### src/hdl/stack_cpu_pkg.sv
package stack_cpu_pkg;

	typedef logic [15:0] word_t;
	typedef logic [2:0] reg_idx_t;

	//////////////////////////////////////////////////////////////////////
	// instruction fields
	//////////////////////////////////////////////////////////////////////

	// bits 15..12
	typedef enum logic [3:0] {
		OP_STACK     = 4'd0,
		OP_ALU       = 4'd1,
		OP_BR_ALWAYS = 4'd2,
		OP_BR_C      = 4'd3,
		OP_BR_NC     = 4'd4,
		OP_BR_Z      = 4'd5,
		OP_BR_NZ     = 4'd6,
		OP_BR_V      = 4'd7,
		OP_BR_NV     = 4'd8,
		OP_BR_S      = 4'd9,
		OP_BR_NS     = 4'd10,
		OP_CALL      = 4'd11,
		OP_RET       = 4'd12
	} opcode_t;

	// bits 11..10 of an alu instruction
	typedef enum logic [1:0] {
		ALU_ADD = 2'd0,
		ALU_NEG = 2'd1,
		ALU_OR  = 2'd2,
		ALU_NOT = 2'd3
	} alu_fn_t;

	//////////////////////////////////////////////////////////////////////
	// sizes and reset values
	//////////////////////////////////////////////////////////////////////

	localparam int NUM_REGS = 8;
	localparam int IMEM_WORDS = 256;
	localparam int DMEM_WORDS = 256;
	localparam int IMEM_AW = $clog2(IMEM_WORDS);
	localparam int DMEM_AW = $clog2(DMEM_WORDS);

	localparam word_t PC_RESET = 16'h0000;
	// byte address, stack grows down from here
	localparam word_t SP_RESET = 16'h01F8;
	localparam word_t PC_STEP = 16'd2;

endpackage

### src/hdl/instr_memory.sv
module instr_memory (
	input logic clk,
	input logic load_valid,
	input logic load_ready,
	input logic [stack_cpu_pkg::IMEM_AW-1:0] load_addr,
	input stack_cpu_pkg::word_t load_data,
	input stack_cpu_pkg::word_t fetch_addr,
	output stack_cpu_pkg::word_t instr
);
	import stack_cpu_pkg::*;

	word_t mem [IMEM_WORDS];

	// load_addr is already a word index
	always_ff @(posedge clk)
	begin
		if (load_valid && load_ready)
		begin
			mem[load_addr] <= load_data;
		end
	end

	// fetch side is a byte address
	assign instr = mem[fetch_addr[IMEM_AW:1]];

endmodule

### config.mk
export PLATFORM = sky130hd
export DESIGN_NAME = instr_memory
export DESIGN_NICKNAME = d
export VERILOG_FILES = /design/src/hdl/stack_cpu_pkg.sv /design/src/hdl/instr_memory.sv
export SDC_FILE = /design/constraint.sdc
export NUM_CORES = 2
export LEC_CHECK = 0
export ABC_CLOCK_PERIOD_IN_PS = 6050
export BUFFER_PORTS_ARGS = -buffer_cell sky130_fd_sc_hd__clkbuf_2
export CAP_MARGIN = 20
export CORE_MARGIN = 2
export CORE_UTILIZATION = 40
export CTS_BUF_LIST = sky130_fd_sc_hd__clkbuf_4 sky130_fd_sc_hd__clkbuf_8 sky130_fd_sc_hd__clkbuf_16
export DETAILED_ROUTE_END_ITERATION = 8
export PLACE_DENSITY = 0.64
export SYNTH_ARGS = -nofsm -noshare
export SYNTH_HDL_FRONTEND = slang
export SYNTH_SLANG_ARGS = --single-unit
### constraint.sdc
create_clock -name clk -period 6.05 [get_ports clk]
set_input_delay 0.3025 -clock clk [delete_from_list [all_inputs] [get_ports clk]]
set_output_delay 0.3025 -clock clk [all_outputs]
set_load 0.05 [all_outputs]
After elaboration in Yosys (flattened, before gate mapping)
Memory sizes are Yosys's and may differ from the RTL's.
Cells that the tools add are included.
{"block": "totals", "register_bits": 0, "mem_bits_rw": 4096, "input_bits": 43, "output_inout_bits": 16, "wordCells": 4, "n_memories": 1}
{"name": "mem", "depth": 256, "word_bits": 16, "rd": 1, "rd_clocked_by_memory_dff": 0, "wr": 1, "line": "instr_memory.sv:12", "rtl": "word_t mem [IMEM_WORDS];"}
{"block": "op_classes", "muxes": 2, "reduce_logical": 1}
{"operator": "two-way mux 1 bit", "n": 2}
{"operator": "logical AND 1 bit", "n": 1}

Logic depth before layout (Yosys ltp)
{"block": "depth", "word_depth": 3, "mapped_depth": 12, "depth_no_buf": 7}

Least setup slack after synthesis
No wires, ideal clock.
{"block": "synth_path", "path_type": "input to output", "startpoint": "in fetch_addr[1]", "endpoint": "out instr[7]", "t_arrival_ns": 3.463, "required_ns": 5.747, "setup_slack_ns": 2.285, "cell_stages": 12, "path_buffers": 6, "cell_sequence": "buf_4 -> buf_6 -> buf_12 -> buf_12 -> buf_12 -> buf_12 -> mux2i_1 -> o221ai_1 -> nand2_1 -> a221oi_1 -> nand4_1 -> nor4_1"}
{"block": "synth_via", "elab_chain_cells": 1}
{"element": "start, declared", "line": "instr_memory.sv:7", "rtl": "input stack_cpu_pkg::word_t fetch_addr,"}
{"element": "memory read (256 x 16 bit)"}
{"element": "end, declared", "line": "instr_memory.sv:8", "rtl": "output stack_cpu_pkg::word_t instr"}
No other way between the ends.

Worst setup path after layout
{"block": "layout_path", "startpoint": "in fetch_addr[3]", "endpoint": "out instr[13]"}
Same word-level chain as after synthesis.

==> metrics <==
slowest CP cell nor4_1; sw power 12.55 mW; Internal 46.66 mW; CP Buf/Inv Count 5; Max VDD drop 0.2411 mV; syn_area_per_cell 21.51 µm²; Hold EP mem[242][15]$_DFFE_PP_; full die area 399900 µm²; core area 392800 µm²; die width 632.3 µm; Seq/Total Area, Yosys 0.7788; number of synthesized flops with an enable pin 4096; setup TNS 0 ns; Via Count 78830; Max-cap violations 0; final worst path period share 0.8078; Antenna Violating Nets Remaining 0; pwr/cell area 328.7 nW/µm²; prevailing post-synth register cell edfxtp_1; WS Path Type in2out; Root Driver clkbuf_16; GPL Wtd Cong 0.8649; Seq cells post-synth 4096; CTS Buffer Depth 4; fin. max-slew vios 0; critical path's largest stage delay 0.80 ns; Logic pwr share 0.051; Post-Place Cell Area 166600 µm²; commonest non-fill, non-tap cells in the layout edfxtp_1, mux4_2, mux2i_1; largest net degree at the start of global routing 169; clock sink count 4096; vias in the first global route 77930; max FFs per register 4096; length of the first detailed-routing pass in iterations 6; Worst Hold Depth 4; IO Port Bufs 50; RSZ-0062 raised after global routing no; worst-path fanout max 32; Die Ht 632.3 µm; first-pass GRT wire length 573500 µm; YS warnings 0; Final Setup Violations 0; CTS tree yes; Hold Path Origin load_addr[4]; post-route minimum period 4.887 ns; CTS Buf Count 402; final WL 404500 µm; H-tree depth 5; Worst Setup End Kind primary output; layout cells sized above 1 0.2454; Via density 5.882; routed len/inst 30.19 µm; cell area after layout 180100 µm²; Distinct cells, synth 47; setup bufs post-CTS 0; Flop pwr share 0.528; leakage power 56.99 nW; Synth Instances 7342; Clk pin slew, worst setup/hold paths 0.06 ns; worst slew pin tran 1.272 ns; 1st-iter DRT viols 10410; Slew headroom 0.1520; Hold Crit Class in2reg; initial antenna violation count 42; clock share of power 0.421; DR DRC count 0; critical path arrival 4.58 ns; most common cell after layout, fill and taps aside edfxtp_1; Cell Count, Final, Fillers Out 13400; final-report hold violation count 0; post_cts resized 0; fmax 204.6 MHz; status finished, final reports clean; Initial Util 0.4020; GRT overflow 0; critical-path cell list buf_8 -> nand2b_4 -> buf_12 -> buf_4 -> o221ai_1 -> o22ai_1 -> a22o_1 -> a21oi_1 -> nand4_1 -> nor4_1 -> buf_4 -> buf_12; Req. time, crit path 5.75 ns; fraction of registers with async set/reset 0; crit-path leading delay family simple AND/OR/NAND/NOR gates; Post-Synthesis Net Count 7385; crit start category primary input; Top Registers mem x4096; GRT Overall Usage 0.1987; synthesized area 157900 µm²; DP Wirelength 239500 µm; Std-Cell Rows 230; Biggest register mem; placed insts 12620; number of I/O pins 59; Sw Share 0.2120; P&R area growth vs syn 14.06%; Final Net Count 7877
[layer usage]
metal | up-vias | track usage | share of wire | routed length (µm)
met5 | - | 0 | 0.00033 | 133
met2 | 3943 | 0.3181 | 0.48 | 192600
met1 | 41940 | 0.2726 | 0.39 | 158600
met4 | 20 | 0.07938 | 0.043 | 17340
met3 | 721 | 0.03282 | 0.088 | 35750
li1 | 32210 | - | - | -
[synthesized netlist by cell type, types with 76 or more instances]
library cell,instances,area (µm²)
nor2_1,303,1137
o221ai_1,270,2365
o22ai_1,167,1045
o21ai_0,76,380.4
buf_6,76,855.8
a21oi_1,139,695.7
a22oi_1,91,683.2
buf_2,98,490.5
mux4_2,781,17590
mux2i_1,621,6216
nor3_1,94,470.5
clkbuf_1,193,724.4
edfxtp_1,4096,123000
[cells by family after synthesis]
logic type	share of synthesized area
simple gates	0.01562
flops	0.7788
mux	0.1512
compound gates	0.03689
buf+inv	0.01743
[power by group through the flow]
| stage | clock network (mW) | logic, mW | registers [mW] |
|---|---|---|---|
| after floorplan | 0 | 1.60 | 31.9 |
| after global placement | 0 | 2.94 | 31.9 |
| after detailed placement | 0 | 2.99 | 31.9 |
| after CTS | 25.3 | 3.01 | 31.3 |
| after global routing | 26.3 | 3.16 | 31.2 |
| final | 24.9 | 3.02 | 31.3 |
[how the worst max path moves through the flow]
stage	from	endpoint	slack, ns	depth (start not counted)
after floorplan	fetch_addr[1]	instr[7]	2.28	12
after global placement	fetch_addr[1]	instr[10]	1.06	12
after detailed placement	fetch_addr[1]	instr[10]	1.05	12
after CTS	fetch_addr[1]	instr[10]	1.04	12
after global routing	fetch_addr[1]	instr[13]	1.05	12
final	fetch_addr[3]	instr[13]	1.16	12
[through the flow]
step / power, mW / setup WS (ns) / util / hold WS, ns
6_report: 59.22 / 1.163 / 0.4586 / 0.1604
5_1_grt: 60.74 / 1.054 / 0.4585 / 0.1338
4_1_cts: 59.55 / 1.037 / 0.4580 / 0.1537
3_5_place_dp: 34.86 / 1.046 / 0.4240 / 0.7911
3_3_place_gp: 34.80 / 1.060 / 0.4237 / 0.7634
2_1_floorplan: 33.46 / 2.285 / - / 0.4014
[repair_timing]
item                                     CTS  global route
endpoints found under the setup margin     0             0
hold endpoints to repair                1137             0
hold buffers                              16             0
[layout make-up]
| cell class | count | area [µm²] |
|---|---|---|
| fill | 32210 | 212700 |
| clock inverter | 258 | 2482 |
| antenna | 11 | 27.53 |
| sequential | 4096 | 123000 |
| timing repair buffer | 537 | 4986 |
| inverter | 5 | 28.78 |
| clock buffer | 482 | 10730 |
| tap | 5220 | 6531 |
| multi-input combinational | 2792 | 32340 |
No activity file was read; power rests on OpenSTA's default activity.
