**src/hdl/stack_cpu_pkg.sv**
```systemverilog
package stack_cpu_pkg;

	typedef logic [15:0] word_t;
	typedef logic [2:0] reg_idx_t;

	//////////////////////////////////////////////////////////////////////
	// instruction fields
	//////////////////////////////////////////////////////////////////////

	// bits 15..12
	typedef enum logic [3:0] {
		OP_STACK     = 4'd0,
		OP_ALU       = 4'd1,
		OP_BR_ALWAYS = 4'd2,
		OP_BR_C      = 4'd3,
		OP_BR_NC     = 4'd4,
		OP_BR_Z      = 4'd5,
		OP_BR_NZ     = 4'd6,
		OP_BR_V      = 4'd7,
		OP_BR_NV     = 4'd8,
		OP_BR_S      = 4'd9,
		OP_BR_NS     = 4'd10,
		OP_CALL      = 4'd11,
		OP_RET       = 4'd12
	} opcode_t;

	// bits 11..10 of an alu instruction
	typedef enum logic [1:0] {
		ALU_ADD = 2'd0,
		ALU_NEG = 2'd1,
		ALU_OR  = 2'd2,
		ALU_NOT = 2'd3
	} alu_fn_t;

	//////////////////////////////////////////////////////////////////////
	// sizes and reset values
	//////////////////////////////////////////////////////////////////////

	localparam int NUM_REGS = 8;
	localparam int IMEM_WORDS = 256;
	localparam int DMEM_WORDS = 256;
	localparam int IMEM_AW = $clog2(IMEM_WORDS);
	localparam int DMEM_AW = $clog2(DMEM_WORDS);

	localparam word_t PC_RESET = 16'h0000;
	// byte address, stack grows down from here
	localparam word_t SP_RESET = 16'h01F8;
	localparam word_t PC_STEP = 16'd2;

endpackage

```
**src/hdl/data_memory.sv**
```systemverilog
module data_memory (
	input logic clk,
	input logic write_en,
	input stack_cpu_pkg::word_t addr,
	input stack_cpu_pkg::word_t write_data,
	output stack_cpu_pkg::word_t read_data
);
	import stack_cpu_pkg::*;

	word_t mem [DMEM_WORDS];
	logic [DMEM_AW-1:0] word_addr;

	// byte address in, bit 0 dropped
	assign word_addr = addr[DMEM_AW:1];

	always_ff @(posedge clk)
	begin
		if (write_en)
		begin
			mem[word_addr] <= write_data;
		end
	end

	assign read_data = mem[word_addr];

endmodule

```
**config.mk**
```make
export PLATFORM = sky130hd
export DESIGN_NAME = data_memory
export DESIGN_NICKNAME = d
export VERILOG_FILES = /design/src/hdl/stack_cpu_pkg.sv /design/src/hdl/data_memory.sv
export SDC_FILE = /design/constraint.sdc
export NUM_CORES = 2
export LEC_CHECK = 0
export BUFFER_PORTS_ARGS = -buffer_cell sky130_fd_sc_hd__buf_2
export CAP_MARGIN = 0
export CORE_ASPECT_RATIO = 0.6
export CORE_UTILIZATION = 52
export DETAILED_ROUTE_END_ITERATION = 10
export GPL_TIMING_DRIVEN = 0
export PLACE_DENSITY = 0.75
export SETUP_SLACK_MARGIN = 0.05
export SLEW_MARGIN = 20
export SYNTH_ARGS = -nofsm -noshare
export SYNTH_HDL_FRONTEND = slang
export SYNTH_SLANG_ARGS = --single-unit
```
**constraint.sdc**
```tcl
create_clock -name clk -period 4.1 [get_ports clk]
set_input_delay 0.82 -clock clk [delete_from_list [all_inputs] [get_ports clk]]
set_output_delay 0.82 -clock clk [all_outputs]
set_load 0.01 [all_outputs]
```
Yosys cells after proc, flatten, opt, wreduce, memory -nomap -nowiden
Memories as Yosys holds them, arrays and structs flattened.
Index checks and enable logic that the tools add are counted.

cells by class
  multiplexer cells = 2

operator list
  cell    number
  $mux 1  2

word-level totals
  output and inout bits = 16
  bits of input ports = 34
  memories = 1
  RAM bits = 4096
  register bits = 0
  word-level logic and storage cells = 3

memory list
  name  words  width  rd ports  clocked after Yosys merged registers in  wr ports  RTL line           text
  mem   256    16     1         0                                        1         data_memory.sv:10  word_t mem [DMEM_WORDS];

Depth between registers and ports, before layout
  depth in word-level cells = 2
  depth in mapped cells = 10

Worst setup path before layout
OpenSTA, ideal clock, no wires.

  path kind = in2out
  from = in addr[2]
  to = out read_data[0]
  path slack = 0.434 ns
  data required time = 3.280 ns
  stages on the path = 9
  arrival = 2.846 ns
  cell sequence = clkbuf_1 buf_2 clkbuf_1 clkbuf_1 mux4_2 a22oi_1 a21oi_1 o41ai_1 nand4_1

between the ends
  longest elaborated chain between the ends = 1

ends and longest elaborated chain
  element          RTL line          text
  start, declared  data_memory.sv:4  input stack_cpu_pkg::word_t addr,
  $mem_v2 256x16   n/a
  end, declared    data_memory.sv:6  output stack_cpu_pkg::word_t read_data

No other way between the ends.

Worst setup path after layout
  from = in addr[4]
  to = out read_data[5]

The elaborated chain is that of the path after synthesis.

==> flow_summary.yaml <==
clock_network:
  htreeDepth: 5
  clk_pin_slew_ns: 0.07
  clockBufferDepth: 4
  cts.sinks: 4096
  numCtsBuffers: 342
  hold_buffers: 0
  clockRootBuffer: "clkbuf_16"
  cts_tree: "built"
floorplan:
  pin_count: 50
  die_x_um: 707.0
  die-area_sq_mm: 0.3005
  rows: 154
  core_sq_mm: 0.2950
  die_h_um: 425.0
  start_util: 0.5257
synth:
  synth.most_common_cell: "edfxtp_1"
  syn_nets: 6745
  syn-cell-area_sq_mm: 0.1551
  yosysTopAreaCellShare: 0.7931
  yosysWarnings: 0
  ys_seq_area_frac: 0.7931
  avgSynthCellArea_sq_um: 23.11
  synth_seq_cells: 4096
  ys.flop_type: "edfxtp_1"
  yosys-top-cells-area: "edfxtp_1 (79%), mux4_2 (15%), a22oi_1 (2.5%), a21oi_1 (0.83%), clkbuf_1 (0.60%)"
  synth_cells: 6711
  yosys.area.top_type: "edfxtp_1"
  synth_edf_count: 4096
  synthTopCellsByCount: "edfxtp_1 (4,096), mux4_2 (1,024), a22oi_1 (512), a21oi_1 (256), clkbuf_1 (249)"
  async_flop_share: 0
  synth.distinct_cells: 21
sta:
  max_slew_margin: 0.2833
  setup_violations: 89
  hold_violations: 0
  finalWorstSetupSlack_ns: -0.9549
  rsz0062_at_grt: "yes"
  finalHoldWorstSlack_ns: 0.1901
  fin_crit_sh: 1.233
  max_freq_mhz: 197.8
  slew_violations: 0
  tightest_slew_ns: 1.073
  final.min_clock_period_ns: 5.055
place:
  gp_congestion: 1.086
  numPortBuffers: 37
  post-dp-hpwl_um: 305500
  place_ws_ns: -2.603
  post-place-cells: 11058
power_and_ir_drop:
  p_per_area_mw_per_mm2: 467.6
  p_int_w: 0.06604
  pwr-share-seq: 0.543
  clockPowerShare: 0.395
  switching_share: 0.2234
  power_frac_comb: 0.062
  p_leak_nw: 55.91
  max-vdd-ir-drop_uv: 454.2
  p_switching_w: 0.01900
run:
  maxCapViolCount: 0
worst_setup_path:
  cp.required_ns: 3.28
  crit_top_cell: "clkbuf_4"
  cp_top_family: "buffers and inverters"
  worst_path_max_delay_cell: "o41ai_4"
  critPathMaxStageDelay_ns: 0.72
  criticalPathCategory: "primary input to primary output"
  crit_chain: "clkbuf_4 -> and2_1 -> clkbuf_16 -> clkbuf_4 -> clkbuf_2 -> a22oi_2 -> a21oi_1 -> o41ai_4 -> nand4_1 -> buf_2"
  crit_path_max_fanout: 10
  startpoint_type: "primary input"
  crit_arrival_ns: 4.23
  cp.buffers_inverters: 5
  end_kind: "primary output"
detailed_routing:
  first_pass_iters: 11
  vias_per_cell: 7.057
  wirelength_um: 473800
  ant_nets: 0
  drt_iter0_drc: 16311
  drc: 25
  wl_per_cell_um: 40.26
  vias: 83042
cells_and_area:
  largest_reg_flops: 4096
  nets: 7528
  area_delta_synth_final_pct: 17.26
  regMostFlops: "mem"
  drive_gt1_frac: 0.3682
  utilization: 0.6164
  stdcell_count: 11768
  nFillCells: 18596
  top_regs: "mem: 4096 flops"
global_routing:
  grt_pass1_wl_um: 641100
  grt_start_max_net_pins: 137
  grt_pass1_vias: 79502
  grt_use_total: 0.3106
  grt-ovfl-total: 0
  antenna_found_initial: 24
worst_hold_path:
  min_path_type: "primary input to flop"
outcome:
  failed_checks: "DRC, setup timing"
  status: "finished, violations left"
cell type report:
| class | instances | area, sq um | area share |
|---|---|---|---|
| flip-flops and latches | 4096 | 123000 | 0.6764 |
| multi-input cells | 2194 | 33410 | 0.1837 |
| clock buffers | 408 | 8934 | 0.04913 |
| repair buffers | 440 | 6013 | 0.03307 |
| well taps | 3978 | 4977 | 0.02737 |
| plain buffers | 419 | 3287 | 0.01808 |
| clock inverters | 204 | 2147 | 0.01181 |
| diodes | 28 | 70.07 | 0.0003853 |
| inverters | 1 | 3.754 | 0.00002064 |
per-layer routing:
| layer | global-route usage | wire length [um] | vias up |
|---|---|---|---|
| li1 | - | - | 30592 |
| met1 | 0.4174 | 161200 | 43064 |
| met2 | 0.4093 | 191200 | 8056 |
| met3 | 0.1915 | 98170 | 1300 |
| met4 | 0.1165 | 21870 | 30 |
| met5 | 0.009272 | 1357 | - |
through the flow:
step | instance area [sq um] | TNS (ns) | power, W
floorplan | 155100 | 0 | 0.04907
global placement | 160200 | - | 0.05129
detailed placement | 166300 | -3370.68 | 0.05150
CTS | 180800 | -15.86 | 0.08439
global route | 181800 | -11.41 | 0.08634
finish | 181800 | -15.68 | 0.08504
final timing paths:
kind / from / end / depth (start not counted)
max: addr[4] / read_data[5] / 10
min: write_data[0] / mem[249][0] / 1
cell usage in the layout, fill, tap and decap left out, types with 38 or more instances in the layout:
cell,instances
buf_16,57
a22oi_2,135
mux4_2,1024
clkinv_2,70
nor2_2,218
a21oi_1,134
a21oi_2,74
edfxtp_1,4096
buf_2,53
clkbuf_1,145
buf_6,178
clkinv_1,59
buf_12,47
a22oi_1,377
clkbuf_16,355
bufinv_16,40
buf_8,124
a21oi_4,48
clkbuf_2,97
o41ai_4,47
buf_4,143
clkbuf_4,38
power groups by stage:
stage / Sequential (W) / Combinational [W] / Clock, W
6_report: 0.0461 / 0.00530 / 0.0336
3_3_place_gp: 0.0472 / 0.00405 / 0
5_1_grt: 0.0461 / 0.00529 / 0.0349
4_1_cts: 0.0461 / 0.00490 / 0.0334
2_1_floorplan: 0.0471 / 0.00201 / 0
3_5_place_dp: 0.0471 / 0.00444 / 0
what timing repair did:
action	in CTS	in global routing
hold endpoints to repair	0	0
pin swaps	83	59
resized for setup	722	189
cloned	6	2
endpoints found under the setup margin	1944	258
setup buffers	29	34
cell families (layout without fill, tap and decap cells):
| kind of cell | count (synthesis) | in the layout | synth area share |
|---|---|---|---|
| AO/OA/AOI/OAI | 832 | 832 | 0.03666 |
| buffers and inverters | 421 | 1472 | 0.01240 |
| flip-flops | 4096 | 4096 | 0.7931 |
| multiplexers | 1024 | 1024 | 0.1487 |
| other | 0 | 28 | 0 |
| AND/OR/NAND/NOR | 338 | 338 | 0.009093 |
No activity file was read; power rests on OpenSTA's default activity.
