==> config.mk <==
export PLATFORM = sky130hd
export DESIGN_NAME = alu
export DESIGN_NICKNAME = d
export VERILOG_FILES = /design/src/hdl/stack_cpu_pkg.sv /design/src/hdl/alu.sv
export SDC_FILE = /design/constraint.sdc
export NUM_CORES = 1
export LEC_CHECK = 0
export ABC_CLOCK_PERIOD_IN_PS = 3800
export BUFFER_PORTS_ARGS = -buffer_cell sky130_fd_sc_hd__buf_2
export CORE_MARGIN = 2
export CORE_UTILIZATION = 47
export DETAILED_ROUTE_END_ITERATION = 8
export GPL_TIMING_DRIVEN = 0
export PLACE_DENSITY = 0.73
export SLEW_MARGIN = 25
export SYNTH_ARGS = -nofsm -noshare
export SYNTH_HDL_FRONTEND = slang
export SYNTH_SLANG_ARGS = --single-unit
==> constraint.sdc <==
create_clock -name vclk -period 3.8
set_input_delay 0.38 -clock vclk [all_inputs]
set_output_delay 0.38 -clock vclk [all_outputs]
set_load 0.03 [all_outputs]
==> src/hdl/stack_cpu_pkg.sv <==
package stack_cpu_pkg;

	typedef logic [15:0] word_t;
	typedef logic [2:0] reg_idx_t;

	//////////////////////////////////////////////////////////////////////
	// instruction fields
	//////////////////////////////////////////////////////////////////////

	// bits 15..12
	typedef enum logic [3:0] {
		OP_STACK     = 4'd0,
		OP_ALU       = 4'd1,
		OP_BR_ALWAYS = 4'd2,
		OP_BR_C      = 4'd3,
		OP_BR_NC     = 4'd4,
		OP_BR_Z      = 4'd5,
		OP_BR_NZ     = 4'd6,
		OP_BR_V      = 4'd7,
		OP_BR_NV     = 4'd8,
		OP_BR_S      = 4'd9,
		OP_BR_NS     = 4'd10,
		OP_CALL      = 4'd11,
		OP_RET       = 4'd12
	} opcode_t;

	// bits 11..10 of an alu instruction
	typedef enum logic [1:0] {
		ALU_ADD = 2'd0,
		ALU_NEG = 2'd1,
		ALU_OR  = 2'd2,
		ALU_NOT = 2'd3
	} alu_fn_t;

	//////////////////////////////////////////////////////////////////////
	// sizes and reset values
	//////////////////////////////////////////////////////////////////////

	localparam int NUM_REGS = 8;
	localparam int IMEM_WORDS = 256;
	localparam int DMEM_WORDS = 256;
	localparam int IMEM_AW = $clog2(IMEM_WORDS);
	localparam int DMEM_AW = $clog2(DMEM_WORDS);

	localparam word_t PC_RESET = 16'h0000;
	// byte address, stack grows down from here
	localparam word_t SP_RESET = 16'h01F8;
	localparam word_t PC_STEP = 16'd2;

endpackage

==> src/hdl/alu.sv <==
module alu (
	input stack_cpu_pkg::word_t x,
	input stack_cpu_pkg::word_t y,
	input stack_cpu_pkg::alu_fn_t fn,
	output stack_cpu_pkg::word_t result,
	output logic carry,
	output logic overflow,
	output logic zero,
	output logic sign
);
	import stack_cpu_pkg::*;

	logic [16:0] sum;
	logic [15:0] low_sum;

	assign sum = {1'b0, x} + {1'b0, y};
	// bit 15 here is the carry out of bit 14
	assign low_sum = {1'b0, x[14:0]} + {1'b0, y[14:0]};

	always_comb
	begin
		carry = 1'b0;
		overflow = 1'b0;
		case (fn)
			ALU_ADD:
			begin
				result = sum[15:0];
				carry = sum[16];
				overflow = sum[16] ^ low_sum[15];
			end
			ALU_NEG:
			begin
				result = (~y) + 16'd1;
			end
			ALU_OR:
			begin
				result = x | y;
			end
			default:
			begin
				result = ~y;
			end
		endcase
	end

	assign zero = (result == '0);
	assign sign = result[15];

endmodule

* After elaboration in Yosys (flattened, before gate mapping)
Cells that the tools add are included.
** Storage, ports and cells
- Logic and storage cells :: 13
- Output and inout bits :: 20
- Register bits after elaboration :: 0
- Bits of input ports :: 34
** Cells by class
- Mux-type cells :: 3
- Add/subtract/negate cells :: 3
- Bitwise gates (word level) :: 3
- Eq/ne operators :: 2
- Reductions and logical operators :: 2
** Operators with widths (count)
- case mux 16 bit (3 select lines) :: 1
- adder 16 x 16 -> 17 bit :: 1
- adder 15 x 15 -> 16 bit :: 1
- adder 16 x 1 -> 16 bit, second input constant :: 1
- logical NOT 16 bit :: 1
- inverter 16 bit :: 1
- bitwise OR 16 bit :: 1
- equality test 2 x 1 -> 1 bit, second input constant :: 1
- equality test 2 bit, second input constant :: 1
- logical NOT 2 bit :: 1
- 2-to-1 mux 1 bit :: 2
- XOR 1 bit :: 1

* Longest topological paths before layout
Gate-level depths: netlist of run 1.
- Depth after elaboration :: 4
- Gate-level depth with buffers :: 11
- Depth with buffers taken out :: 11

* Least setup slack after synthesis of run 1
Ideal clock, no wire load.
- Kind :: input -> output
- Start :: in y[0]
- End :: out zero
- Stages on the path :: 10
- Data arrival time :: 3.923 ns
- Data required time :: 3.420 ns
- Setup slack :: -0.503 ns
- Buffers on the path :: 0
- Path through :: ha_1 -> inv_1 -> fa_1 -> nand2b_1 -> a21oi_1 -> o311ai_0 -> or4b_1 -> or4_1 -> or4_1 -> nor4b_2
** On the way
- Longest elaborated chain between the ends :: 4
- Elaborated cells between the ends (all ways) :: 6
- Classes of those cells :: add/sub (2); mux (1); bitwise (2); reduce/logical (1)
** RTL lines
- start, declared :: line alu.sv:3 : input stack_cpu_pkg::word_t y,
- inverter 16 bit :: line alu.sv:33 : result = (~y) + 16'd1;
- adder 16 x 1 -> 16 bit :: line alu.sv:33
- case mux 16 bit (3 select lines) * :: line alu.sv:24 : case (fn)
- via result[4] :: line alu.sv:5 : output stack_cpu_pkg::word_t result,
- logical NOT 16 bit * :: line alu.sv:46 : assign zero = (result == '0);
- end, declared :: line alu.sv:8 : output logic zero,
Mark *: on every way through the listed nets, which the timed path passes. The rest lies on a longest branch.

* Worst setup path after layout of run 1
- Start :: in y[0]
- End :: out zero
** On the way
- Longest elaborated chain between the ends :: 4
- Elaborated cells between the ends (all ways) :: 6
- Classes of those cells :: add/sub (2); mux (1); bitwise (2); reduce/logical (1)
** RTL lines (line)
- inverter 16 bit :: alu.sv:33, alu.sv:41
- adder 16 x 1 -> 16 bit :: alu.sv:33
- case mux 16 bit (3 select lines) * :: alu.sv:24
- logical NOT 16 bit * :: alu.sv:46
Every way passes the cells marked *; elsewhere a longest branch is shown, timed or not.

==> flow_metrics.py, run 1 <==
metrics = {
    "timing": {
        "rsz0062_at_grt": "true",
        "layout_setup_ws_ns": -0.159,
        "fmax_mhz": 253,
        "worst_slew_pin_slew_ns": 0.768,
        "hold_violations": 0,
        "slew_violations": 0,
        "setup_viol": 2,
        "min_period_ns": 3.96,
        "fin_crit_sh_pct": 104,
        "fin_setup_tns_ns": -0.232,
        "slew_headroom_pct": 48.6,
    },
    "die": {
        "fp.dieW_um": 68.8,
        "die_area_um2": 4740,
        "start_util_pct": 49.0,
        "coreArea_um2": 4030,
        "io_pins": 54,
        "row_count": 23,
        "die_h_um": 68.8,
    },
    "run_status": {
        "violations": "setup timing",
        "outcome": "finished, violations left",
    },
    "power": {
        "peakVddDrop_mv": 0.0771,
        "p_leak_nw": 1.21,
        "p_per_area_nw_per_um2": 149,
        "total_power_uw": 362,
    },
    "logic_synthesis": {
        "yosysWarnings": 0,
        "syn-instance-count": 284,
        "netlist_area_um2": 1980,
        "synth.net_count": 352,
        "synth_area_leaders": "ha_1 (21%), inv_1 (7.2%), mux2i_1 (5.6%), a21oi_1 (5.3%), nand2_1 (4.7%)",
        "synth.distinct_cells": 60,
        "yosysTopAreaCell": "ha_1",
        "syn_avg_cell_area_um2": 6.96,
        "yosysTopAreaCellShare_pct": 20.9,
        "yosysSeqAreaShare_pct": 0,
    },
    "worst_setup_path": {
        "required_ns": 3.42,
        "max_stage_delay_ns": 0.56,
        "crit_buf_inv": 3,
        "crit_top_cell": "or4_4",
        "slowest_stage": "or4_4",
        "crit_type": "in2out",
        "crit_path_cell_trace": "buf_6 -> ha_4 -> inv_1 -> fa_2 -> xor2_1 -> mux4_1 -> o31ai_1 -> nor3_1 -> or4b_4 -> or4_4 -> or4_4 -> nor4b_4 -> buf_4",
        "worstPathMaxFanout": 6,
        "startpoint_type": "input pin",
        "arrival_ns": 3.58,
        "cp_top_family": "simple AND/OR/NAND/NOR gates",
        "endpoint_kind": "output port",
    },
    "routing": {
        "drt-total-wl_um": 5800,
        "vias": 2285,
        "drc": 0,
        "drtIter0Drc": 170,
        "first_pass_iters": 5,
        "ant_nets": 0,
        "routedWlPerCell_um": 14.9,
        "vias_per_cell": 5.87,
    },
    "clocking": {
        "cts-hold-fix-buffers": 0,
    },
    "global_route": {
        "grtUsageTotal_pct": 25.1,
        "grt_pass1_vias": 2052,
        "antenna_found_initial": 0,
        "grt_pass1_wl_um": 9290,
        "grt_max_degree": 11,
        "overflow": 0,
    },
    "layout": {
        "design_area_um2": 2420,
        "utilization_pct": 60.2,
        "areaGrowthSynthToFinish_pct": 22.7,
        "seq_area_um2": 0,
        "numSequentialCells": 0,
        "nClkBuffers": 0,
        "layout.nets": 409,
        "fillers": 386,
        "antenna_cells": 0,
        "drive_above_1_share_pct": 25.4,
    },
    "place": {
        "dpl.hpwl_um": 4600,
        "post_dp_cell_area_um2": 2320,
        "io_buffers": 53,
        "gp_congestion": 0.879,
    },
    "hold_path": {
        "hold_path_depth": 3,
        "hold_start": "fn[1]",
        "hold_path_end": "result[0]",
        "hold_class": "in2out",
    },
    "job": {
        "cap_viol_max_count": 0,
    },
}
[placed cells by master (no fill, tap or decap), types with 3 or more instances in the layout]
master    count
a21o_1        4
buf_4         7
clkbuf_1      6
nor2_1       16
ha_4          3
or4_4         4
inv_1        37
o31ai_1       3
o21ai_0      14
nor3_1       12
nor3b_1       3
nand2b_1      5
a21oi_1      19
ha_1         30
nand2_1      25
xnor2_1       6
a211oi_1      3
mux2i_1      11
buf_2        51
o21a_1        5
nand3_1       7
and3_1        6
[cell type report]
type               count  area, µm²  share of cell area (%)
multi-input cells    235       1870                    77.3
repair buffers        55        292                    12.0
inverters             38        143                    5.89
well taps             50       62.6                    2.58
plain buffers         11       53.8                    2.22
[cells by family (layout without fill, tap and decap cells)]
| family | count (synthesis) | count (layout) | synth area share (%) |
|---|---|---|---|
| adders and majority gates | 34 | 34 | 21.9 |
| xor gates and xnor gates | 8 | 8 | 3.55 |
| AOI/OAI and AO/OA | 82 | 82 | 28.8 |
| buffers and inverters | 49 | 104 | 9.94 |
| and+or+nand+nor | 97 | 97 | 27.2 |
| muxes | 14 | 14 | 8.61 |
[routing by layer]
| layer | GRT usage [%] | up-vias | wire length, µm | share of wire (%) |
|---|---|---|---|---|
| li1 | - | 1145 | - | - |
| met1 | 34.8 | 1044 | 2690 | 46 |
| met2 | 44.0 | 92 | 2790 | 48 |
| met3 | 0.649 | 4 | 269 | 4.6 |
| met4 | 3.92 | 0 | 48 | 0.83 |
| met5 | 0 | - | 0 | 0 |
[timing repair]
| action | CTS | global route |
|---|---|---|
| pin swaps | 4 | 1 |
| buffers inserted | 2 | 0 |
| setup endpoints to repair | 2 | 3 |
| gates resized for setup | 16 | 3 |
[per-stage QoR]
| stage | std cells | setup WS (ns) | hold slack, ns |
|---|---|---|---|
| 2_1_floorplan | 284 | -0.116 | 0.966 |
| 3_3_place_gp | 387 | -0.319 | 1.21 |
| 3_5_place_dp | 387 | -0.341 | 1.20 |
| 4_1_cts | 389 | -0.159 | 1.20 |
| 5_1_grt | 389 | -0.284 | 1.25 |
| 6_report | 389 | -0.159 | 1.20 |
[cells in the mapped netlist, types with 3 or more instances]
cell / number
a211oi_1: 3
clkbuf_1: 6
nand2_1: 25
o31ai_1: 4
mux2i_1: 11
xnor2_1: 6
o21a_1: 6
nand3_1: 7
nor3b_1: 3
and3_1: 6
nor2_1: 17
o311ai_0: 3
or4_1: 3
nor3_1: 13
o21ai_0: 14
a21oi_1: 21
nand2b_1: 5
inv_1: 38
ha_1: 33
buf_4: 3
a21o_1: 4
[worst max path at each step]
stage	start	to	cells past startpoint
floorplan	y[0]	zero	10
global placement	y[0]	zero	12
detailed placement	y[0]	zero	12
CTS	y[0]	zero	13
global route	y[0]	zero	13
finish	y[0]	zero	13
[where the power goes]
group          switching, mW  total, mW  leakage [nW]  internal [mW]
Combinational          0.222      0.362          1.21          0.140
Sequential                 0          0             0              0
Clock                      0          0             0              0
Power figures use the tool's default switching activity.
==> run 2, diff against run 1 <==
==> constraint.sdc (replaced) <==
create_clock -name vclk -period 3.8
set_input_delay 0.38 -clock vclk [all_inputs]
set_output_delay 0.38 -clock vclk [all_outputs]
set_load 0.01 [all_outputs]
==> run 2 against run 1 <==
The run still ends with setup timing left. Maximum frequency rose by 1.6%. Via count rose by 0.96%. First-iteration DRC count rose by 14%. Total power fell by 12%. Non-clock buffer count rose by 2. Critical path type unchanged. Critical endpoint unchanged. Highest routed layer unchanged.
==> flow_metrics.py, run 2 (synthesized netlist as in run 1, its figures left out) <==
metrics = {
    "power": {
        "peakVddDrop_mv": 0.0694,
        "p_leak_nw": 1.21,
        "total_power_uw": 320,
        "p_per_area_nw_per_um2": 134,
    },
    "die": {
        "die_h_um": 68.8,
        "io_pins": 54,
        "row_count": 23,
        "coreArea_um2": 4030,
        "fp.dieW_um": 68.8,
        "die_area_um2": 4740,
        "start_util_pct": 49.0,
    },
    "timing": {
        "rsz0062_at_grt": "true",
        "slew_violations": 0,
        "fin_crit_sh_pct": 103,
        "fmax_mhz": 257,
        "setup_viol": 1,
        "hold_violations": 0,
        "min_period_ns": 3.90,
        "slew_headroom_pct": 51.3,
        "worst_slew_pin_slew_ns": 0.728,
        "layout_setup_ws_ns": -0.0953,
        "fin_setup_tns_ns": -0.0953,
    },
    "layout": {
        "fillers": 396,
        "areaGrowthSynthToFinish_pct": 20.9,
        "multi_input_area_um2": 1830,
        "final_common_cell": "buf_2",
        "numSequentialCells": 0,
        "seq_area_um2": 0,
        "final_cells": 391,
        "layout.nets": 411,
        "drive_above_1_share_pct": 24.3,
        "layout_common_cells": "buf_2 (51), inv_1 (37), ha_1 (32)",
        "nClkBuffers": 0,
        "antenna_cells": 0,
    },
    "worst_setup_path": {
        "worst-path-stages": 13,
        "cp_top_family": "simple AND/OR/NAND/NOR gates",
        "slowest_stage": "or4_4",
        "startpoint_type": "input pin",
        "worstPathMaxFanout": 6,
        "crit_top_cell": "or4_4",
        "startpoint": "y[0]",
        "crit_buf_inv": 3,
        "arrival_ns": 3.52,
        "crit_path_cell_trace": "buf_4 -> ha_4 -> inv_1 -> fa_2 -> xor2_1 -> mux4_1 -> o31ai_1 -> nor3_1 -> or4b_4 -> or4_4 -> or4_4 -> nor4b_2 -> buf_2",
        "cp-endpoint": "zero",
        "max_stage_delay_ns": 0.56,
        "required_ns": 3.42,
        "endpoint_kind": "output port",
        "crit_type": "in2out",
    },
    "place": {
        "io_buffers": 53,
        "dpl.hpwl_um": 4590,
        "placed_cells": 387,
        "dp_slack_ns": -0.282,
        "gp_congestion": 0.847,
    },
    "hold_path": {
        "hold_class": "in2out",
        "hold_start": "y[2]",
    },
    "routing": {
        "ant_nets": 0,
        "routedWlPerCell_um": 14.9,
        "drc": 0,
        "vias_per_cell": 5.90,
        "first_pass_iters": 4,
        "drtIter0Drc": 193,
        "drt-total-wl_um": 5840,
        "vias": 2307,
    },
    "global_route": {
        "overflow": 0,
        "grt_max_degree": 11,
        "grtUsageTotal_pct": 25.2,
        "antenna_found_initial": 0,
        "grt_pass1_wl_um": 9270,
        "grt_pass1_vias": 2055,
    },
    "job": {
        "cap_viol_max_count": 0,
    },
    "run_status": {
        "outcome": "finished, violations left",
        "violations": "setup timing",
    },
    "clocking": {
        "cts-hold-fix-buffers": 0,
    },
}
[run 2: final cells by class]
type                       count  share of cell area, %
inverter                      38                   5.97
tap                           50                   2.62
timing repair buffer          57                   12.7
buffer                        11                   2.25
multi-input combinational    235                   76.5
[run 2: tightest hold or removal path, delay by kind of cell]
kind,cells,cell delay [ns]
AOI/OAI and AO/OA,1,0.10
buffers and inverters,2,0.28
[run 2: repair_timing]
action | CTS | global route
buffers inserted | 4 | 0
endpoints found under the hold margin | 0 | 0
endpoints found under the setup margin | 2 | 2
pin swaps | 5 | 0
resized for setup | 13 | 2
[run 2: worst min-delay path by stage]
stage          cells after the start   endpoint  slack, ns
2_1_floorplan                      1  result[2]       0.86
3_3_place_gp                       3  result[0]       1.17
3_5_place_dp                       3  result[0]       1.18
4_1_cts                            3  result[2]       1.15
5_1_grt                            3  result[2]       1.17
6_report                           3  result[2]       1.14
[run 2: per-stage QoR]
step / util, % / hold slack, ns / cell area [µm²]
2_1_floorplan: - / 0.861 / 1980
3_3_place_gp: 57.2 / 1.17 / 2300
3_5_place_dp: 57.2 / 1.18 / 2300
4_1_cts: 59.1 / 1.15 / 2380
5_1_grt: 59.3 / 1.17 / 2390
6_report: 59.3 / 1.14 / 2390
[run 2: metal layers]
layer | routed length [µm] | GRT usage (%) | share of wire, %
met5 | 0 | 0 | 0
met1 | 2620 | 34.2 | 45
met2 | 2750 | 44.7 | 47
met3 | 343 | 0.325 | 5.9
met4 | 125 | 5.15 | 2.1
[run 2: power breakdown]
group	switching, mW	internal [mW]
clock	0	0
combinational	0.182	0.138
sequential	0	0
