==> src/hdl/stack_cpu_pkg.sv <==
package stack_cpu_pkg;

	typedef logic [15:0] word_t;
	typedef logic [2:0] reg_idx_t;

	//////////////////////////////////////////////////////////////////////
	// instruction fields
	//////////////////////////////////////////////////////////////////////

	// bits 15..12
	typedef enum logic [3:0] {
		OP_STACK     = 4'd0,
		OP_ALU       = 4'd1,
		OP_BR_ALWAYS = 4'd2,
		OP_BR_C      = 4'd3,
		OP_BR_NC     = 4'd4,
		OP_BR_Z      = 4'd5,
		OP_BR_NZ     = 4'd6,
		OP_BR_V      = 4'd7,
		OP_BR_NV     = 4'd8,
		OP_BR_S      = 4'd9,
		OP_BR_NS     = 4'd10,
		OP_CALL      = 4'd11,
		OP_RET       = 4'd12
	} opcode_t;

	// bits 11..10 of an alu instruction
	typedef enum logic [1:0] {
		ALU_ADD = 2'd0,
		ALU_NEG = 2'd1,
		ALU_OR  = 2'd2,
		ALU_NOT = 2'd3
	} alu_fn_t;

	//////////////////////////////////////////////////////////////////////
	// sizes and reset values
	//////////////////////////////////////////////////////////////////////

	localparam int NUM_REGS = 8;
	localparam int IMEM_WORDS = 256;
	localparam int DMEM_WORDS = 256;
	localparam int IMEM_AW = $clog2(IMEM_WORDS);
	localparam int DMEM_AW = $clog2(DMEM_WORDS);

	localparam word_t PC_RESET = 16'h0000;
	// byte address, stack grows down from here
	localparam word_t SP_RESET = 16'h01F8;
	localparam word_t PC_STEP = 16'd2;

endpackage

==> src/hdl/instr_decoder.sv <==
module instr_decoder (
	input stack_cpu_pkg::word_t instr,
	output logic is_push,
	output logic is_pop,
	output logic is_alu,
	output logic is_branch,
	output logic is_call,
	output logic is_ret,
	output logic reg_write,
	output logic mem_write,
	output logic flag_write,
	output stack_cpu_pkg::alu_fn_t alu_fn,
	output stack_cpu_pkg::opcode_t cond
);
	import stack_cpu_pkg::*;

	opcode_t opcode;

	assign opcode = opcode_t'(instr[15:12]);
	assign alu_fn = alu_fn_t'(instr[11:10]);

	// branch condition is the opcode itself
	assign cond = opcode;

	always_comb
	begin
		is_push = 1'b0;
		is_pop = 1'b0;
		is_alu = 1'b0;
		is_branch = 1'b0;
		is_call = 1'b0;
		is_ret = 1'b0;
		case (opcode)
			OP_STACK:
			begin
				// bit 10 picks pop over push
				is_push = ~instr[10];
				is_pop = instr[10];
			end
			OP_ALU:
				is_alu = 1'b1;
			OP_BR_ALWAYS, OP_BR_C, OP_BR_NC, OP_BR_Z, OP_BR_NZ,
			OP_BR_V, OP_BR_NV, OP_BR_S, OP_BR_NS:
				is_branch = 1'b1;
			OP_CALL:
				is_call = 1'b1;
			OP_RET:
				is_ret = 1'b1;
			// 13..15 fall through as no-ops
			default:
				;
		endcase
	end

	// pop and alu write back, push and call store
	assign reg_write = is_pop | is_alu;
	assign mem_write = is_push | is_call;
	assign flag_write = is_alu;

endmodule

==> config.mk <==
export PLATFORM = sky130hd
export DESIGN_NAME = instr_decoder
export DESIGN_NICKNAME = d
export VERILOG_FILES = /design/src/hdl/stack_cpu_pkg.sv /design/src/hdl/instr_decoder.sv
export SDC_FILE = /design/constraint.sdc
export NUM_CORES = 1
export LEC_CHECK = 0
export BUFFER_PORTS_ARGS = -buffer_cell sky130_fd_sc_hd__buf_2
export CAP_MARGIN = 5
export CORE_AREA = 10 10 47 49
export DETAILED_ROUTE_END_ITERATION = 8
export DIE_AREA = 0 0 57 59
export PLACE_DENSITY = 0.48
export SYNTH_ARGS = -nofsm -noshare
export SYNTH_HDL_FRONTEND = slang
export SYNTH_SLANG_ARGS = --single-unit
export TNS_END_PERCENT = 50
==> constraint.sdc <==
create_clock -name vclk -period 0.8
set_input_delay 0 -clock vclk [all_inputs]
set_output_delay 0 -clock vclk [all_outputs]
set_load 0.05 [all_outputs]
* Word level (Yosys, flattened, before mapping)
Cells that the tools add are included.
** Word-level totals
- Register bits after elaboration :: 0
- Input port bits :: 16
- Logic and storage cells :: 23
** Operators by class
- Equality and inequality tests :: 12
- Muxes and demuxes :: 6
- Bitwise logic cells :: 3
- Reductions and logical operators :: 2
** Operators by type and width (number)
- $eq A4 B4 Y1 const B :: 5
- $eq A4 B3 Y1 const B :: 4
- $reduce_or A9 Y1 :: 1
- $eq A4 B2 Y1 const B :: 2
- $mux W1 :: 6
- $eq A4 B1 Y1 const B :: 1
- $logic_not A4 Y1 :: 1
- $or A1 B1 Y1 :: 2
- $not A1 Y1 :: 1

* Depth between registers and ports, before layout
Gate-level depths: netlist of the first run.
- Depth after elaboration :: 3
- Gate-level depth with buffers :: 3
- Depth with buffers taken out :: 2

* Worst setup path before layout of the first run
No wires, ideal clock.
- Path kind :: in2out
- Start point :: input instr[12]
- End point :: output mem_write
- Arrival :: 1311 ps
- Data required time :: 800 ps
- Slack :: -511 ps
- Cell stages on the path :: 2
- Path buffers :: 0
- Path through :: or4_1 a21oi_1
** Between the ends
- Cells in the longest elaborated chain, start to end :: 3
- Elaborated cells on any way between the ends :: 5
- Those cells by class :: 1 x eq/ne; 2 x mux; 1 x bitwise; 1 x reduce/logical
** Ends and longest elaborated chain
- from (decl) :: line instr_decoder.sv:2 : input stack_cpu_pkg::word_t instr,
- $eq A4 B4 Y1 / $logic_not A4 Y1 (equally long branches) :: line instr_decoder.sv:33 : case (opcode)
- $mux W1 :: line instr_decoder.sv:33
- $or A1 B1 Y1 (*) :: line instr_decoder.sv:57 : assign mem_write = is_push | is_call;
- to (decl) :: line instr_decoder.sv:10 : output logic mem_write,
Mark *: on every way between the ends. The rest lies on a longest branch, timed or not.

* Worst setup path in the final report of the first run
- Start point :: input instr[10]
- End point :: output mem_write
** Between the ends
- Cells in the longest elaborated chain, start to end :: 3
** Ends and longest elaborated chain
- $not A1 Y1 :: line instr_decoder.sv:37 : is_push = ~instr[10];
- $mux W1 :: line instr_decoder.sv:33
- $or A1 B1 Y1 :: line instr_decoder.sv:57
Every way passes these cells.

==> results of run 1 <==
worst max-delay path, stage by stage:
cell and delay, ns:
buf_6 0.09, or4_4 0.54, a21oi_4 0.13, buf_6 0.17
cell type report:
class                           instances  area (um^2)  share of cell area [%]
Multi-Input combinational cell         14          109                    30.3
Tap cell                               16         20.0                    5.57
Timing Repair Buffer                   27          230                    64.1
placed cells by master (no fill, tap or decap):
master,n
and2_4,1
a21oi_4,1
and3_1,2
nor3_2,1
o21a_1,1
buf_6,8
buf_4,9
nor2_1,3
buf_2,7
clkbuf_4,1
buf_8,2
a21o_2,1
or4_4,1
a21oi_2,1
nand3_1,1
and3b_1,1
path summary, 6_finish.rpt:
check | from | to
max | instr[10] | mem_write
min | instr[11] | alu_fn[1]
layer usage:
layer	global-route usage, %	share of wire (%)	up-vias
li1	-	-	109
met3	1.93	13	0
met1	4.75	44	90
met4	0	0	0
met2	5.27	43	12
met5	0	0	-
stage by stage:
step	hold WS (ns)	worst slack (ns)	total power [mW]
floorplan	0.0521	-0.139	0.162
CTS	0.000589	-0.140	0.250
global placement	0.000589	-0.312	0.211
finish	0.0000220	-0.133	0.256
detailed placement	0.000589	-0.314	0.212
global route	0.0000955	-0.154	0.269
repair_timing:
action                                  CTS  global route
buffers inserted                          2             0
pin swaps                                 4             1
endpoints found under the hold margin     0             0
gates resized for setup                  20             4
endpoints found under the setup margin    8             9
cloned                                    0             0
power groups by stage:
stage | logic (mW) | clock network, mW | registers [mW]
CTS | 0.250 | 0 | 0
finish | 0.256 | 0 | 0
floorplan | 0.162 | 0 | 0
global placement | 0.211 | 0 | 0
detailed placement | 0.212 | 0 | 0
global route | 0.269 | 0 | 0
logic make-up after synthesis:
kind of cell	count (synthesis)	synth area share, %
AOI/OAI and AO/OA	4	19.3
and+or+nand+nor	10	42.2
buffers and inverters	7	38.5
==> flow_summary.ini, run 1 <==
[status]
violations = setup timing
outcome = complete, but fails checks

[critical_path]
crit_fanout = 2
path_class = in2out
critPathLaunchType = primary input
arrival_ns = 0.93
cp-end-kind = output port
required_ns = 0.80

[routing]
viasPerCell = 3.70
drt-total-wl_um = 706
drtIter0Drc = 8
drt_pass1_iterations = 3
via_count = 211
route.detailed.wl_per_inst_um = 12.4
remaining_drc_errors = 0
antenna_left = 0

[grt]
grt_pass1_wl_um = 1100
grt_start_max_net_pins = 7
grt_usage_pct = 3.59
grt_overflow = 0
antenna_found_initial = 0
grt_pass1_vias = 231

[synthesis]
synth_area_um2 = 136
yosysTopAreaCell = buf_4
synth.yosys.seq_area_share_pct = 0
synth_warnings = 0
netlist_top_cells_count = buf_4 (7), nor2_1 (3), a21oi_1 (2), and3_1 (2)
synthMostInstantiatedCell = buf_4
synth_nets = 37
synth.avg_cell_area_um2 = 6.49
yosys.area.top_type_share_pct = 38.5
synthTopCellsByArea = buf_4 (39%), and3_1 (9.2%), nor2_1 (8.3%), a21oi_1 (7.3%), a21o_2 (6.4%)
yosysUniqueCellTypes = 11
netlist_instances = 21

[die]
die_w_um = 57
die_area_mm2 = 0.00336
row_count = 14
die_h_um = 59
initial_core_util_pct = 9.73
io_pins = 31
core_area_mm2 = 0.00140

[timing]
slew_viol_final = 0
min_period_ns = 0.933
setup_tns_ns = -0.134
fin_ws_ns = -0.133
final.period_utilization_pct = 117
worst_slew_pin_slew_ns = 0.253
slew_headroom_pct = 83.2
fmax_mhz = 1070
setup_viol = 2
hold_viol = 0
rsz0062_at_grt = true

[flow_run]
cap_violations = 0

[place]
placed_cell_area_um2 = 259
place_hpwl_um = 568
place_congestion = 0.608
dpl.cell_count = 55
io_buffers = 19

[final_layout]
fin_util_pct = 25.6
fin_nets = 59
nFlopsAndLatches = 0
nClkBuffers = 0
seqCellArea_um2 = 0
final_cells = 57
drive_gt1_share_pct = 80.5
nFillCells = 169
final_area_um2 = 359
syn2layout_area_growth_pct = 163
diodes = 0

[pwr]
power.internal_uw = 97.6
ir_drop_mv = 0.157
power.share.combinational_pct = 100.0
p_leak_nw = 0.188
switchingPower_uw = 158
seq_power_share_pct = 0
p_per_area_mw_per_mm2 = 712
switching_share_pct = 61.8
p_clk_share_pct = 0

[clock_network]
holdBufCountCts = 0

[hold_path]
min_path_type = in2out
min_path_cells = 0
No activity file was read; power rests on OpenSTA's default activity.
==> run 2, diff against run 1 <==
CORE_AREA = 2 2 39 41   (was 10 10 47 49)
DIE_AREA = 0 0 41 43   (was 0 0 57 59)
==> flow_summary.ini, run 2 (synthesis results as in run 1) <==
[critical_path]
cp_common_cell = buf_6
required_ns = 0.80
cp-end-kind = output port
critPathLaunchType = primary input
cpPeakStageDelay_ns = 0.54
arrival_ns = 0.93
cp_slowest_cell = or4_4
crit_fanout = 2
path_cells = buf_6 -> or4_4 -> a21oi_4 -> buf_6
path_class = in2out

[die]
io_pins = 31
row_count = 14
die_w_um = 41
die_h_um = 43
initial_core_util_pct = 9.86
core_area_mm2 = 0.00138
die_area_mm2 = 0.00176

[pwr]
p_leak_nw = 0.189
ir_drop_mv = 0.137
p_per_area_mw_per_mm2 = 705

[timing]
fin_ws_ns = -0.132
slew_headroom_pct = 83.4
hold_viol = 0
min_period_ns = 0.932
slew_viol_final = 0
fmax_mhz = 1070
final.period_utilization_pct = 117
setup_viol = 1
worst_slew_pin_slew_ns = 0.251
rsz0062_at_grt = true

[grt]
grt_overflow = 0
grt_pass1_wl_um = 793
grt_usage_pct = 5.89
grt_start_max_net_pins = 7
antenna_found_initial = 0
grt_pass1_vias = 190

[final_layout]
drive_gt1_share_pct = 82.9
multi_input_area_um2 = 111
final_area_um2 = 359
syn2layout_area_growth_pct = 163
seqCellArea_um2 = 0
diodes = 0
fin_nets = 59
final_cell_mix = buf_4 (9), buf_6 (8), buf_2 (8)
nClkBuffers = 0
nFlopsAndLatches = 0
layout_commonest_cell = buf_4
nFillCells = 161
fin_util_pct = 25.9
final_cells = 57

[flow_run]
cap_violations = 0

[hold_path]
worstHoldEndpoint = alu_fn[1]
hold_path.startpoint = instr[11]
min_path_type = in2out
min_path_cells = 0

[routing]
antenna_left = 0
remaining_drc_errors = 0
drt_pass1_iterations = 1
drtIter0Drc = 0
route.detailed.wl_per_inst_um = 9.05
drt-total-wl_um = 516
viasPerCell = 3.72
via_count = 212

[status]
violations = setup timing
outcome = complete, but fails checks

[place]
place_congestion = 0.639
placed_cell_area_um2 = 259
io_buffers = 19
place_hpwl_um = 432
dp_slack_ns = -0.302
dpl.cell_count = 55
-- run 2: changes by cell type in the layout (fill, tap and decap cells not counted) --
cell and delta:
buf_2 +1, clkbuf_4 -1, nor2_1 -1, nor2_2 +1
-- run 2: worst max path at each step --
stage / start / endpoint / slack [ns] / depth (start not counted)
after floorplan: instr[12] / mem_write / -0.14 / 2
after global placement: instr[12] / mem_write / -0.30 / 4
after detailed placement: instr[12] / mem_write / -0.30 / 4
after CTS: instr[10] / mem_write / -0.14 / 4
after global routing: instr[10] / mem_write / -0.15 / 4
final: instr[10] / mem_write / -0.13 / 4
-- run 2: stage by stage --
step | TNS [ns] | hold WS (ns) | power (mW)
after floorplan | -0.247 | 0.0521 | 0.162
after global placement | -0.790 | 0.000589 | 0.209
after detailed placement | -0.865 | 0.000589 | 0.209
after CTS | -0.137 | 0.000589 | 0.248
after global routing | -0.194 | 0.000202 | 0.266
final | -0.132 | 0.0000180 | 0.253
-- run 2: layer usage --
metal	up-vias	GRT usage, %	share of wire, %
li1	107	-	-
met1	93	9.18	49
met2	12	9.06	41
met3	0	0	9.1
met4	0	0.667	0
met5	-	0	0
-- run 2: cell type report --
type                       instances  share of cell area (%)
tap                               16                    5.57
timing repair buffer              27                    63.4
multi-input combinational         14                    31.0
-- run 2: report_power, final --
part / switching, mW / internal [mW]
logic: 0.156 / 0.0974
registers: 0 / 0
clock network: 0 / 0
-- run 2: repair_timing --
| item | 4_1_cts | 5_1_grt |
|---|---|---|
| setup buffers | 2 | 0 |
| gates resized for setup | 20 | 4 |
| setup endpoints to repair | 8 | 8 |
| cloned | 0 | 0 |
| hold buffers | 0 | 0 |
| pin swaps | 4 | 1 |
-- run 2: worst max-delay path: cells and delay by family --
kind	cells	cell delay, ns
compound gates	1	0.13
buf+inv	2	0.26
simple gates	1	0.54
==> run 3, diff against run 2 <==
SETUP_SLACK_MARGIN = 0.5   (was not set)
==> flow_summary.ini, run 3 (synthesis results as in run 1) <==
[final_layout]
nClkBuffers = 0
multi_input_area_um2 = 174
nFlopsAndLatches = 0
final_cell_mix = buf_6 (15), buf_8 (13), nor2_4 (3)
layout_commonest_cell = buf_6
fin_nets = 63
nFillCells = 131
seqCellArea_um2 = 0
drive_gt1_share_pct = 95.6
final_cells = 61
diodes = 0
syn2layout_area_growth_pct = 335

[grt]
grt_pass1_vias = 261
grt_start_max_net_pins = 6
grt_overflow = 0
antenna_found_initial = 0
grt_pass1_wl_um = 1090
grt_usage_pct = 8.50

[timing]
worst_slew_pin_slew_ns = 0.192
setup_viol = 1
slew_headroom_pct = 87.2
final.period_utilization_pct = 117
setup_tns_ns = -0.134
fmax_mhz = 1070
timing.hold.ws_ns = 0.000148
fin_ws_ns = -0.134
hold_viol = 0
min_period_ns = 0.934
rsz0062_at_grt = true
slew_viol_final = 0

[die]
die_area_mm2 = 0.00176
row_count = 14
initial_core_util_pct = 9.86
die_h_um = 43
die_w_um = 41
io_pins = 31
core_area_mm2 = 0.00138

[pwr]
power.share.combinational_pct = 100.0
power.total_uw = 380
switchingPower_uw = 194
ir_drop_mv = 0.228
seq_power_share_pct = 0
p_clk_share_pct = 0
switching_share_pct = 50.9
power.internal_uw = 187
p_per_area_mw_per_mm2 = 641
p_leak_nw = 0.256

[place]
io_buffers = 19
dpl.cell_count = 55
place_hpwl_um = 436
place_congestion = 0.574

[routing]
via_count = 238
drtIter0Drc = 0
remaining_drc_errors = 0
drt_pass1_iterations = 1
route.detailed.wl_per_inst_um = 11.5
antenna_left = 0
viasPerCell = 3.90
drt-total-wl_um = 704

[critical_path]
arrival_ns = 0.93
path_class = in2out
critPathLaunchType = primary input
required_ns = 0.80
crit_fanout = 2
cp-end-kind = output port

[hold_path]
min_path_type = in2out

[flow_run]
cap_violations = 0

[status]
violations = setup timing
outcome = complete, but fails checks

[clock_network]
holdBufCountCts = 0
## run 3: power by group through the flow
stage               combinational, mW  sequential [mW]  clock (mW)
finish                          0.380                0           0
global route                    0.397                0           0
CTS                             0.369                0           0
detailed placement              0.237                0           0
global placement                0.236                0           0
floorplan                       0.179                0           0
## run 3: routing by layer
metal / up-vias / track usage (%) / share of wire [%]
met5: - / 0 / 0
met4: 0 / 0 / 0
met3: 0 / 0.524 / 6.8
met2: 12 / 14.7 / 56
met1: 108 / 11.7 / 37
li1: 118 / - / -
## run 3: through the flow
stage               util [%]  worst slack, ns  instance area (um^2)
floorplan                  -          -0.0716                   209
global placement        22.3           -0.231                   309
detailed placement      22.3           -0.234                   309
CTS                     41.5           -0.136                   574
global route            42.9           -0.158                   593
finish                  42.9           -0.134                   593
## run 3: repair_timing
action	in CTS	in global routing
pin swaps	6	6
buffers inserted	5	1
endpoints found under the setup margin	14	14
gates resized for setup	62	3
## run 3: layout make-up
type,count,area share [%]
well taps,16,3.38
repair buffers,31,67.3
multi-input cells,14,29.3
## run 3: worst paths after layout
| path | startpoint | endpoint | slack, ns | cells past startpoint |
|---|---|---|---|---|
| worst max-delay path | instr[12] | mem_write | -0.13 | 4 |
| worst min-delay path | instr[11] | alu_fn[1] | 0.0001 | 0 |
## run 3: critical path: stages
cell     delay, ns
buf_6         0.09
or4_4         0.53
a21oi_4       0.14
buf_6         0.17
